File: config.mk
export PLATFORM = sky130hd
export DESIGN_NAME = cpu_top
export DESIGN_NICKNAME = d
export VERILOG_FILES = /design/src/common/cpu_pkg.sv /design/src/source/fetch.sv /design/src/decode/regfile.sv /design/src/decode/id.sv /design/src/source/ex.sv /design/src/source/cpu_top.sv
export SDC_FILE = /design/constraint.sdc
export NUM_CORES = 2
export LEC_CHECK = 0
export BUFFER_PORTS_ARGS = -buffer_cell sky130_fd_sc_hd__clkbuf_2
export CORE_UTILIZATION = 55
export CTS_BUF_LIST = sky130_fd_sc_hd__clkbuf_8
export DETAILED_ROUTE_END_ITERATION = 7
export PLACE_DENSITY = 0.71
export SLEW_MARGIN = 30
export SYNTH_ARGS = -nofsm -noshare
export SYNTH_HDL_FRONTEND = slang
export SYNTH_SLANG_ARGS = --single-unit
export TNS_END_PERCENT = 1
File: constraint.sdc
create_clock -name clk_i -period 21.5 [get_ports clk_i]
set_input_delay 3.225 -clock clk_i [delete_from_list [all_inputs] [get_ports clk_i]]
set_output_delay 3.225 -clock clk_i [all_outputs]
set_load 0.005 [all_outputs]
File: src/common/cpu_pkg.sv
`default_nettype none

package cpu_pkg;

    typedef logic [31:0] word_t;
    typedef logic [31:0] inst_addr_t;
    typedef logic [4:0]  reg_addr_t;
    typedef logic [15:0] half_t;

    localparam int         num_regs = 32;
    localparam reg_addr_t  reg_zero = 5'd0;
    localparam inst_addr_t pc_step  = 32'd4;

    // major opcodes
    localparam logic [5:0] opcode_special = 6'b000000;
    localparam logic [5:0] opcode_andi    = 6'b001100;
    localparam logic [5:0] opcode_ori     = 6'b001101;
    localparam logic [5:0] opcode_xori    = 6'b001110;
    localparam logic [5:0] opcode_lui     = 6'b001111;

    // function field of the SPECIAL group
    localparam logic [5:0] funct_and = 6'b100100;
    localparam logic [5:0] funct_or  = 6'b100101;
    localparam logic [5:0] funct_xor = 6'b100110;
    localparam logic [5:0] funct_nor = 6'b100111;

    // one instruction word, seen as I-type or R-type
    typedef union packed {
        struct packed {
            logic [5:0] opcode;
            reg_addr_t  rs;
            reg_addr_t  rt;
            half_t      imm;
        } i;
        struct packed {
            logic [5:0] opcode;
            reg_addr_t  rs;
            reg_addr_t  rt;
            reg_addr_t  rd;
            logic [4:0] shamt;
            logic [5:0] funct;
        } r;
    } inst_u;

    typedef enum logic [2:0] {
        op_nop = 3'd0,
        op_or  = 3'd1,
        op_and = 3'd2,
        op_xor = 3'd3,
        op_nor = 3'd4,
        op_lui = 3'd5
    } oper_e;

    // decode to execute
    typedef struct packed {
        oper_e     oper;
        word_t     op1;
        word_t     op2;
        logic      we;
        reg_addr_t waddr;
    } id_ex_t;

    // execute result toward the register file
    typedef struct packed {
        logic      we;
        reg_addr_t waddr;
        word_t     wdata;
    } wb_t;

endpackage

`default_nettype wire

File: src/source/fetch.sv
`default_nettype none

module fetch
    import cpu_pkg::*;
(
    input  wire             clk_i,
    input  wire             reset_i,
    output inst_addr_t      inst_addr_o,
    input  wire word_t      inst_i,
    output inst_u           if_inst_o
);

    inst_addr_t pc;

    assign inst_addr_o = pc;

    always_ff @(posedge clk_i) begin
        if (reset_i) begin
            pc <= '0;
        end else begin
            pc <= pc + pc_step;
        end
    end

    // IF/ID latch, all zeros decodes as a nop
    always_ff @(posedge clk_i) begin
        if (reset_i) begin
            if_inst_o <= '0;
        end else begin
            if_inst_o <= inst_i;
        end
    end

endmodule

`default_nettype wire

File: src/decode/regfile.sv
`default_nettype none

module regfile
    import cpu_pkg::*;
(
    input  wire             clk_i,
    input  wire             reset_i,
    input  wire             reg1_read_i,
    input  wire             reg2_read_i,
    input  wire reg_addr_t  reg1_addr_i,
    input  wire reg_addr_t  reg2_addr_i,
    output word_t           reg1_data_o,
    output word_t           reg2_data_o,
    input  wire wb_t        wb_i
);

    word_t regs [num_regs];

    // a write landing this cycle is returned before it is stored
    function automatic word_t read_port(
        input logic      rd_en,
        input reg_addr_t addr,
        input word_t     stored,
        input wb_t       wb
    );
        word_t val;
        if (!rd_en || addr == reg_zero) begin
            val = '0;
        end else if (wb.we && wb.waddr == addr) begin
            val = wb.wdata;
        end else begin
            val = stored;
        end
        return val;
    endfunction

    always_ff @(posedge clk_i) begin
        if (reset_i) begin
            for (int i = 0; i < num_regs; i++) begin
                regs[i] <= '0;
            end
        end else if (wb_i.we && wb_i.waddr != reg_zero) begin
            regs[wb_i.waddr] <= wb_i.wdata;
        end
    end

    assign reg1_data_o = read_port(reg1_read_i, reg1_addr_i, regs[reg1_addr_i], wb_i);
    assign reg2_data_o = read_port(reg2_read_i, reg2_addr_i, regs[reg2_addr_i], wb_i);

endmodule

`default_nettype wire

File: src/decode/id.sv
`default_nettype none

module id
    import cpu_pkg::*;
(
    input  wire inst_u      if_inst_i,
    output logic            reg1_read_o,
    output logic            reg2_read_o,
    output reg_addr_t       reg1_addr_o,
    output reg_addr_t       reg2_addr_o,
    input  wire word_t      reg1_data_i,
    input  wire word_t      reg2_data_i,
    input  wire wb_t        ex_fwd_i,
    output id_ex_t          id_ex_o
);

    oper_e     oper;
    oper_e     special_oper;
    logic      wreg;
    reg_addr_t waddr;
    word_t     imm_ext;

    // forwarded execute result wins over register data
    function automatic word_t pick_operand(
        input logic      rd_en,
        input reg_addr_t addr,
        input word_t     rf_data,
        input wb_t       fwd,
        input word_t     imm
    );
        word_t val;
        if (!rd_en) begin
            val = imm;
        end else if (fwd.we && fwd.waddr == addr && addr != reg_zero) begin
            val = fwd.wdata;
        end else begin
            val = rf_data;
        end
        return val;
    endfunction

    assign imm_ext     = {16'h0000, if_inst_i.i.imm};
    assign reg1_addr_o = if_inst_i.i.rs;
    assign reg2_addr_o = if_inst_i.i.rt;

    always_comb begin
        case (if_inst_i.r.funct)
            funct_or:  special_oper = op_or;
            funct_and: special_oper = op_and;
            funct_xor: special_oper = op_xor;
            funct_nor: special_oper = op_nor;
            default:   special_oper = op_nop;
        endcase
    end

    always_comb begin
        oper        = op_nop;
        wreg        = 1'b0;
        waddr       = if_inst_i.i.rt;
        reg1_read_o = 1'b0;
        reg2_read_o = 1'b0;
        case (if_inst_i.i.opcode)
            opcode_ori: begin
                oper        = op_or;
                wreg        = 1'b1;
                reg1_read_o = 1'b1;
            end
            opcode_andi: begin
                oper        = op_and;
                wreg        = 1'b1;
                reg1_read_o = 1'b1;
            end
            opcode_xori: begin
                oper        = op_xor;
                wreg        = 1'b1;
                reg1_read_o = 1'b1;
            end
            // upper half is placed in execute
            opcode_lui: begin
                oper = op_lui;
                wreg = 1'b1;
            end
            opcode_special: begin
                oper  = special_oper;
                waddr = if_inst_i.r.rd;
                if (special_oper != op_nop) begin
                    wreg        = 1'b1;
                    reg1_read_o = 1'b1;
                    reg2_read_o = 1'b1;
                end
            end
            default: begin
            end
        endcase
    end

    assign id_ex_o.oper  = oper;
    assign id_ex_o.we    = wreg;
    assign id_ex_o.waddr = waddr;
    assign id_ex_o.op1   = pick_operand(reg1_read_o, reg1_addr_o, reg1_data_i, ex_fwd_i, '0);
    assign id_ex_o.op2   = pick_operand(reg2_read_o, reg2_addr_o, reg2_data_i, ex_fwd_i, imm_ext);

endmodule

`default_nettype wire

File: src/source/ex.sv
`default_nettype none

module ex
    import cpu_pkg::*;
(
    input  wire             clk_i,
    input  wire             reset_i,
    input  wire id_ex_t     id_ex_i,
    output wb_t             ex_fwd_o,
    output wb_t             wb_o
);

    id_ex_t id_ex_q;
    word_t  result;

    // ID/EX register, operands carry no reset
    always_ff @(posedge clk_i) begin
        if (reset_i) begin
            id_ex_q.oper <= op_nop;
            id_ex_q.we   <= 1'b0;
        end else begin
            id_ex_q <= id_ex_i;
        end
    end

    always_comb begin
        case (id_ex_q.oper)
            op_or: begin
                result = id_ex_q.op1 | id_ex_q.op2;
            end
            op_and: begin
                result = id_ex_q.op1 & id_ex_q.op2;
            end
            op_xor: begin
                result = id_ex_q.op1 ^ id_ex_q.op2;
            end
            op_nor: begin
                result = ~(id_ex_q.op1 | id_ex_q.op2);
            end
            op_lui: begin
                result = {id_ex_q.op2[15:0], 16'h0000};
            end
            default: begin
                result = '0;
            end
        endcase
    end

    // also seen by decode for forwarding
    assign ex_fwd_o.we    = id_ex_q.we;
    assign ex_fwd_o.waddr = id_ex_q.waddr;
    assign ex_fwd_o.wdata = result;

    // EX/WB register
    always_ff @(posedge clk_i) begin
        if (reset_i) begin
            wb_o.we <= 1'b0;
        end else begin
            wb_o <= ex_fwd_o;
        end
    end

endmodule

`default_nettype wire

File: src/source/cpu_top.sv
`default_nettype none

module cpu_top
    import cpu_pkg::*;
(
    input  wire             clk_i,
    input  wire             reset_i,
    output inst_addr_t      inst_addr_o,
    input  wire word_t      inst_i,
    output wb_t             wb_o
);

    inst_u     if_inst;
    logic      reg1_read;
    logic      reg2_read;
    reg_addr_t reg1_addr;
    reg_addr_t reg2_addr;
    word_t     reg1_data;
    word_t     reg2_data;
    id_ex_t    id_ex;
    wb_t       ex_fwd;

    fetch u_fetch (
        .clk_i       (clk_i),
        .reset_i     (reset_i),
        .inst_addr_o (inst_addr_o),
        .inst_i      (inst_i),
        .if_inst_o   (if_inst)
    );

    id u_id (
        .if_inst_i   (if_inst),
        .reg1_read_o (reg1_read),
        .reg2_read_o (reg2_read),
        .reg1_addr_o (reg1_addr),
        .reg2_addr_o (reg2_addr),
        .reg1_data_i (reg1_data),
        .reg2_data_i (reg2_data),
        .ex_fwd_i    (ex_fwd),
        .id_ex_o     (id_ex)
    );

    // written from the registered write-back stage
    regfile u_regfile (
        .clk_i       (clk_i),
        .reset_i     (reset_i),
        .reg1_read_i (reg1_read),
        .reg2_read_i (reg2_read),
        .reg1_addr_i (reg1_addr),
        .reg2_addr_i (reg2_addr),
        .reg1_data_o (reg1_data),
        .reg2_data_o (reg2_data),
        .wb_i        (wb_o)
    );

    ex u_ex (
        .clk_i    (clk_i),
        .reset_i  (reset_i),
        .id_ex_i  (id_ex),
        .ex_fwd_o (ex_fwd),
        .wb_o     (wb_o)
    );

endmodule

`default_nettype wire

* Yosys cells after proc, flatten, opt, wreduce, memory -nomap -nowiden
Memory sizes are Yosys's and may differ from the RTL's. A register that Yosys moved wholly into a read port is not among the register bits.
Index checks and enable logic that the tools add are counted.
** Storage, ports and cells
- Logic and storage cells :: 80
- Output and inout port bits :: 70
- RAM bits :: 1024
- Input bits :: 34
- Bits in registers :: 175
- Memories kept :: 1
** Operators by class
- Equality and inequality tests :: 17
- Add/sub/neg operators :: 1
- Muxes and demuxes :: 25
- Reduce and logical (&&, ||, !) cells :: 21
- Bitwise logic cells :: 4
** Memories
- u_regfile.regs :: words 32, bits a word 32, rd ports 2, clocked after memory_dff 2, wr ports 32, RTL line regfile.sv:17 : word_t regs [num_regs];
** Operators with widths (count)
- 2-to-1 mux 32 bit :: 7
- one-hot mux 32 bit (5 select lines) :: 1
- adder 32 x 3 -> 32 bit, second input constant :: 1
- AND 32 bit :: 1
- inverter 32 bit :: 1
- OR 32 bit :: 1
- OR reduction 32 bit :: 1
- bitwise XOR 32 bit :: 1
- equality test 6 x 4 -> 1 bit, second input constant :: 4
- equality test 6 bit, second input constant :: 4
- equality test 5 bit :: 4
- 2-to-1 mux 5 bit :: 4
- 2-to-1 mux 16 bit :: 1
- one-hot mux 3 bit (5 select lines) :: 1
- nonzero test 5 bit :: 3
- one-hot mux 3 bit (4 select lines) :: 1
- logical NOT 5 bit :: 2
- 2-to-1 mux 1 bit :: 8
- logical AND 1 bit :: 7
- equality test 3 x 2 -> 1 bit, second input constant :: 2
- equality test 3 bit, second input constant :: 2
- logical NOT 6 bit :: 1
- one-hot mux 1 bit (2 select lines) :: 2
- OR reduction 4 bit :: 1
- 5 further kinds :: 7

* Longest topological paths before layout
- Word-level depth :: 10
- Mapped depth :: 10
- Depth with buffers taken out :: 8

* Hierarchy
Synthesis repeated with hierarchy kept, for this count alone.
** Second synthesis, totals
- Cells, all modules :: 4781
- Area total of the unflattened synthesis :: 65023.6 sq um
** By module, submodules not included
- regfile :: times used 1, area each 55106.6 sq um, cells each 3814, seq. area each 30749.5 sq um
- ex :: times used 1, area each 5634.2 sq um, cells each 425, seq. area each 3283.1 sq um
- fetch :: times used 1, area each 2267.2 sq um, cells each 232, seq. area each 1241.2 sq um
- id :: times used 1, area each 2015.7 sq um, cells each 310, seq. area each 0.0 sq um

* Least setup slack after synthesis
No wires, ideal clock.
- Path kind :: input to register
- From :: input port reset_i
- To :: memory u_regfile.regs[14][0] (netlist bit), enable pin
- Stages on the path :: 3
- Data arrival time :: 9598 ps
- Library setup time :: 759 ps
- Slack :: 11143 ps
- Required time :: 20741 ps
- Path buffers :: 1
- Cells stage by stage :: inv_1 -> clkbuf_1 -> o21ai_0
** RTL lines
- start, declared :: RTL line cpu_top.sv:7 : input wire reset_i,
- end, declared :: RTL line regfile.sv:17

* Worst setup path after layout
- From :: register u_fetch.if_inst_o[16] (netlist bit)
- To :: register u_ex.id_ex_q[24] (netlist bit) (data pin)
** On the way
- Longest elaborated chain between the ends :: 5
- Elaborated cells between the ends (all ways) :: 11
- Classes of those cells :: 2 x eq/ne; 3 x mux; 6 x reduce/logical
** RTL lines
- start, declared :: RTL line fetch.sv:10 : output inst_u if_inst_o
- start signal, assigned :: RTL line fetch.sv:30 : if_inst_o <= inst_i;
- equality test 5 bit :: RTL line regfile.sv:29 : end else if (wb.we && wb.waddr == addr) begin
- logical AND 1 bit :: RTL line regfile.sv:29
- 2-to-1 mux 32 bit :: RTL line regfile.sv:29
- 2-to-1 mux 32 bit :: RTL line regfile.sv:27 : if (!rd_en || addr == reg_zero) begin
- 2-to-1 mux 32 bit * :: RTL line id.sv:34 : end else if (fwd.we && fwd.waddr == addr && addr != reg_zero) begin
- end signal, assigned :: RTL line ex.sv:22 : id_ex_q <= id_ex_i;
- end, declared :: RTL line ex.sv:13 : id_ex_t id_ex_q;
Every way passes the cells marked *; elsewhere a longest branch is shown, timed or not.
A chain may end at the register's enable or synchronous reset.

==> results.yml <==
power:
  clockPowerShare_pct: 36.1
  combinationalPowerShare_pct: 10.6
  leakagePower_uw: 0.0254
  swShare_pct: 26.4
  p_switching_uw: 1340
  power.density_nw_per_um2: 72.3
  vdd.ir_drop.worst_v: 0.0000497
  pwr-share-seq_pct: 53.2
  total_power_uw: 5050
  internal-power_uw: 3710
critical_path:
  cp_data_arrival_time_ns: 6.93
  critPathMaxStageDelay_ns: 0.81
  end_kind: "register"
  worst-setup-path-type: "register to register"
  timing.critical_path.required_ns: 22.11
  cp_max_fo: 39
  cp-start-kind: "register"
  cp_slowest_cell: "sky130_fd_sc_hd__buf_4"
  cp_num_buf_inv: 5
  critical_path.cell_chain: "buf_4, buf_4, buf_4, buf_4, buf_4, mux4_2, a22oi_1, nand2_1, o22ai_1, o22ai_1"
  cpMostUsedCell: "sky130_fd_sc_hd__buf_4"
  critPathTopFamily: "buffers and inverters"
synthesis:
  seq_area_frac_synth_pct: 55.3
  post-synth-top-area-fraction_pct: 53.2
  post_synth_top_area_cell: "sky130_fd_sc_hd__edfxtp_1"
  synth_area_per_cell_um2: 13.1
  ys_warn_count: 0
  ys_types: 60
  asyncSetResetFlopFracSynth_pct: 0
  synthFlopType: "sky130_fd_sc_hd__edfxtp_1"
  synth-edff-count: 1130
  post_synth_main_area_contributors: "sky130_fd_sc_hd__edfxtp_1 53%, sky130_fd_sc_hd__and2_1 9.8%, sky130_fd_sc_hd__mux4_2 9.2%, sky130_fd_sc_hd__mux2i_1 8.8%, sky130_fd_sc_hd__a22oi_1 3.9%"
  syn-instance-count: 4878
  synth_seq_cells: 1197
  synth_area_um2: 63800
drt:
  wirelength_um: 204000
  final_antenna_net_count: 0
  vias: 43800
  detailed_routing_iteration_count_for_the_pre_antenna_repair_pass: 8
  detail_route.vias_per_cell: 6.69
  detail_route.drc_violations: 38
  drt-wirelength-per-cell_um: 31.2
  initialDrtViolationCount: 6666
status:
  violations: "DRC"
  outcome: "complete, but fails checks"
sta:
  finalHoldViolCount: 0
  worst_slew_margin_rel_pct: 27.6
  finalCriticalPeriod_ns: 6.32
  finalSetupViolCount: 0
  max_freq_mhz: 158
  final_max_slew_viol_count: 0
  totalNegativeSetupSlack_ns: 0
  unrepaired_setup_endpoints_after_global_routing: "false"
  tightestPinTransition_ns: 1.08
  finalHoldWorstSlack_ns: 0.506
  min_period_over_period_pct: 29.4
  finClkSkew_ns: 0.0430
  timing.final.ws_setup_ns: 15.18
run:
  max_cap_violations: 0
layout:
  num-fill-cells: 8764
  area_growth_pct: 9.42
  finalCoreUtilization_pct: 60.9
  proportion_of_layout_cells_with_a_drive_suffix_above_1_pct: 17.1
  nNetsFinal: 4983
floorplanning:
  initial_cell_density_of_the_core_pct: 55.6
  floorplan.die_area_um2: 117000
  die_height_um: 343
  ioPinCount: 104
  fp-row-count: 124
  core_area_um2: 115000
  die_width_um: 343
clock_tree:
  cts_setup_buffers: 0
  cts_tree: "done"
  ctsRootBufferMaster: "sky130_fd_sc_hd__clkbuf_8"
  post_cts_resized: 0
  insertion_delay_ns: 0.90
  cts.reportedPaths.clkPinSlew_ns: 0.06
  numClockSinks: 1197
  ctsLongestPathBuffers: 3
  cts.htree.levels: 4
  tritoncts.num_buffers: 196
  cts.hold.buffers_added: 0
placed_design:
  numPortBuffers: 101
  preCtsSetupSlack_ns: 14.94
  dp_hpwl_um: 126000
  gp_congestion: 0.933
global_routing:
  grt_pass1_vias: 42300
  grt_first_pass_wirelength_um: 290000
  grt_max_degree: 118
  antenna_found_initial: 19
  grt_remaining_overflow: 0
  grt.total_usage_pct: 34.5
hold_path:
  hold_path.class: "register to register"
-- power by group through the flow --
stage | registers [µW] | clock network (µW) | logic (µW)
floorplan | 2710 | 0 | 326
global placement | 2730 | 0 | 511
detailed placement | 2730 | 0 | 521
CTS | 2680 | 1830 | 523
global route | 2690 | 1920 | 556
finish | 2690 | 1820 | 537
-- final cells by class --
cell class | instances | area, µm² | share of cell area, %
sequential | 1197 | 35300 | 50.6
multi-input combinational | 3132 | 26900 | 38.5
clock buffer | 209 | 2880 | 4.12
tap | 1512 | 1890 | 2.71
timing repair buffer | 251 | 1880 | 2.70
clock inverter | 137 | 582 | 0.833
inverter | 106 | 403 | 0.577
antenna | 6 | 15.0 | 0.0215
-- layer usage --
metal / vias to the layer above / global-route usage (%) / part of all wire, %
met1: 22000 / 46.1 / 37
met2: 3065 / 51.1 / 44
met5: - / 0 / 0.0064
met4: 2 / 15.4 / 4.6
met3: 517 / 11.8 / 14
li1: 18300 / - / -
-- cell usage after synthesis (all sizes together), types with 3 or more instances --
library cell / instances
a31oi: 3
nor4: 7
o211ai: 6
or2: 3
a2bb2oi: 10
mux2i: 560
nand2: 84
nor3: 19
dfxtp: 67
and2: 997
a21oi: 23
edfxtp: 1130
inv: 106
nand2b: 29
nand4: 39
nor2b: 45
buf: 151
mux4: 262
a221oi: 14
nand3: 147
a22oi: 328
o22ai: 89
xor2: 29
o221ai: 8
mux2: 16
clkbuf: 325
a221o: 10
o21ai: 108
and4: 5
a32oi: 10
nor2: 136
or3: 3
and3: 7
a22o: 4
xnor2: 19
ha: 65
o22a: 3
-- final timing paths --
path,start,endpoint,slack (ns),depth (start not counted)
setup / recovery,u_fetch.if_inst_o[16],u_ex.id_ex_q[24],15.18,10
hold / removal,u_fetch.inst_addr_o[2],u_fetch.inst_addr_o[2],0.51,1
setup reg to reg,u_fetch.if_inst_o[16],u_ex.id_ex_q[24],15.18,10
hold reg to reg,u_fetch.inst_addr_o[2],u_fetch.inst_addr_o[2],0.51,1
-- metrics by stage --
| step | std cells | instance area, µm² |
|---|---|---|
| 2_1_floorplan | 4911 | 63900 |
| 3_3_place_gp | 6185 | 66000 |
| 3_5_place_dp | 6196 | 66300 |
| 4_1_cts | 6542 | 69700 |
| 5_1_grt | 6545 | 69800 |
| 6_report | 6550 | 69800 |
-- cells by family after synthesis --
logic type | count (synthesis) | synth area share [%]
mux | 838 | 18.3
other cells | 1 | 0.00588
fa+ha+maj | 65 | 1.27
buf+inv | 582 | 3.74
flops | 1197 | 55.3
compound gates | 624 | 6.83
simple gates | 1523 | 13.9
xor+xnor | 48 | 0.659
-- state kept, by name, indices dropped and copies added (netlist names) --
signal,cells
u_fetch.if_inst_o,32
u_ex.id_ex_q,67
u_ex.wb_o,38
u_fetch.inst_addr_o,30
u_ex.ex_fwd_o,6
u_regfile.regs,1024
-- layout by cell type (no fill, tap or decap), drive strengths merged, types with 34 or more instances in the layout --
cell type	instances
edfxtp	1130
and2	997
mux2i	560
a22oi	328
clkbuf	309
mux4	262
inv	176
buf	151
nand3	147
nor2	136
o21ai	108
o22ai	89
nand2	84
dfxtp	67
ha	65
clkinv	64
nor2b	45
nand4	39
conb	34
(Power assumes the default switching activity.)
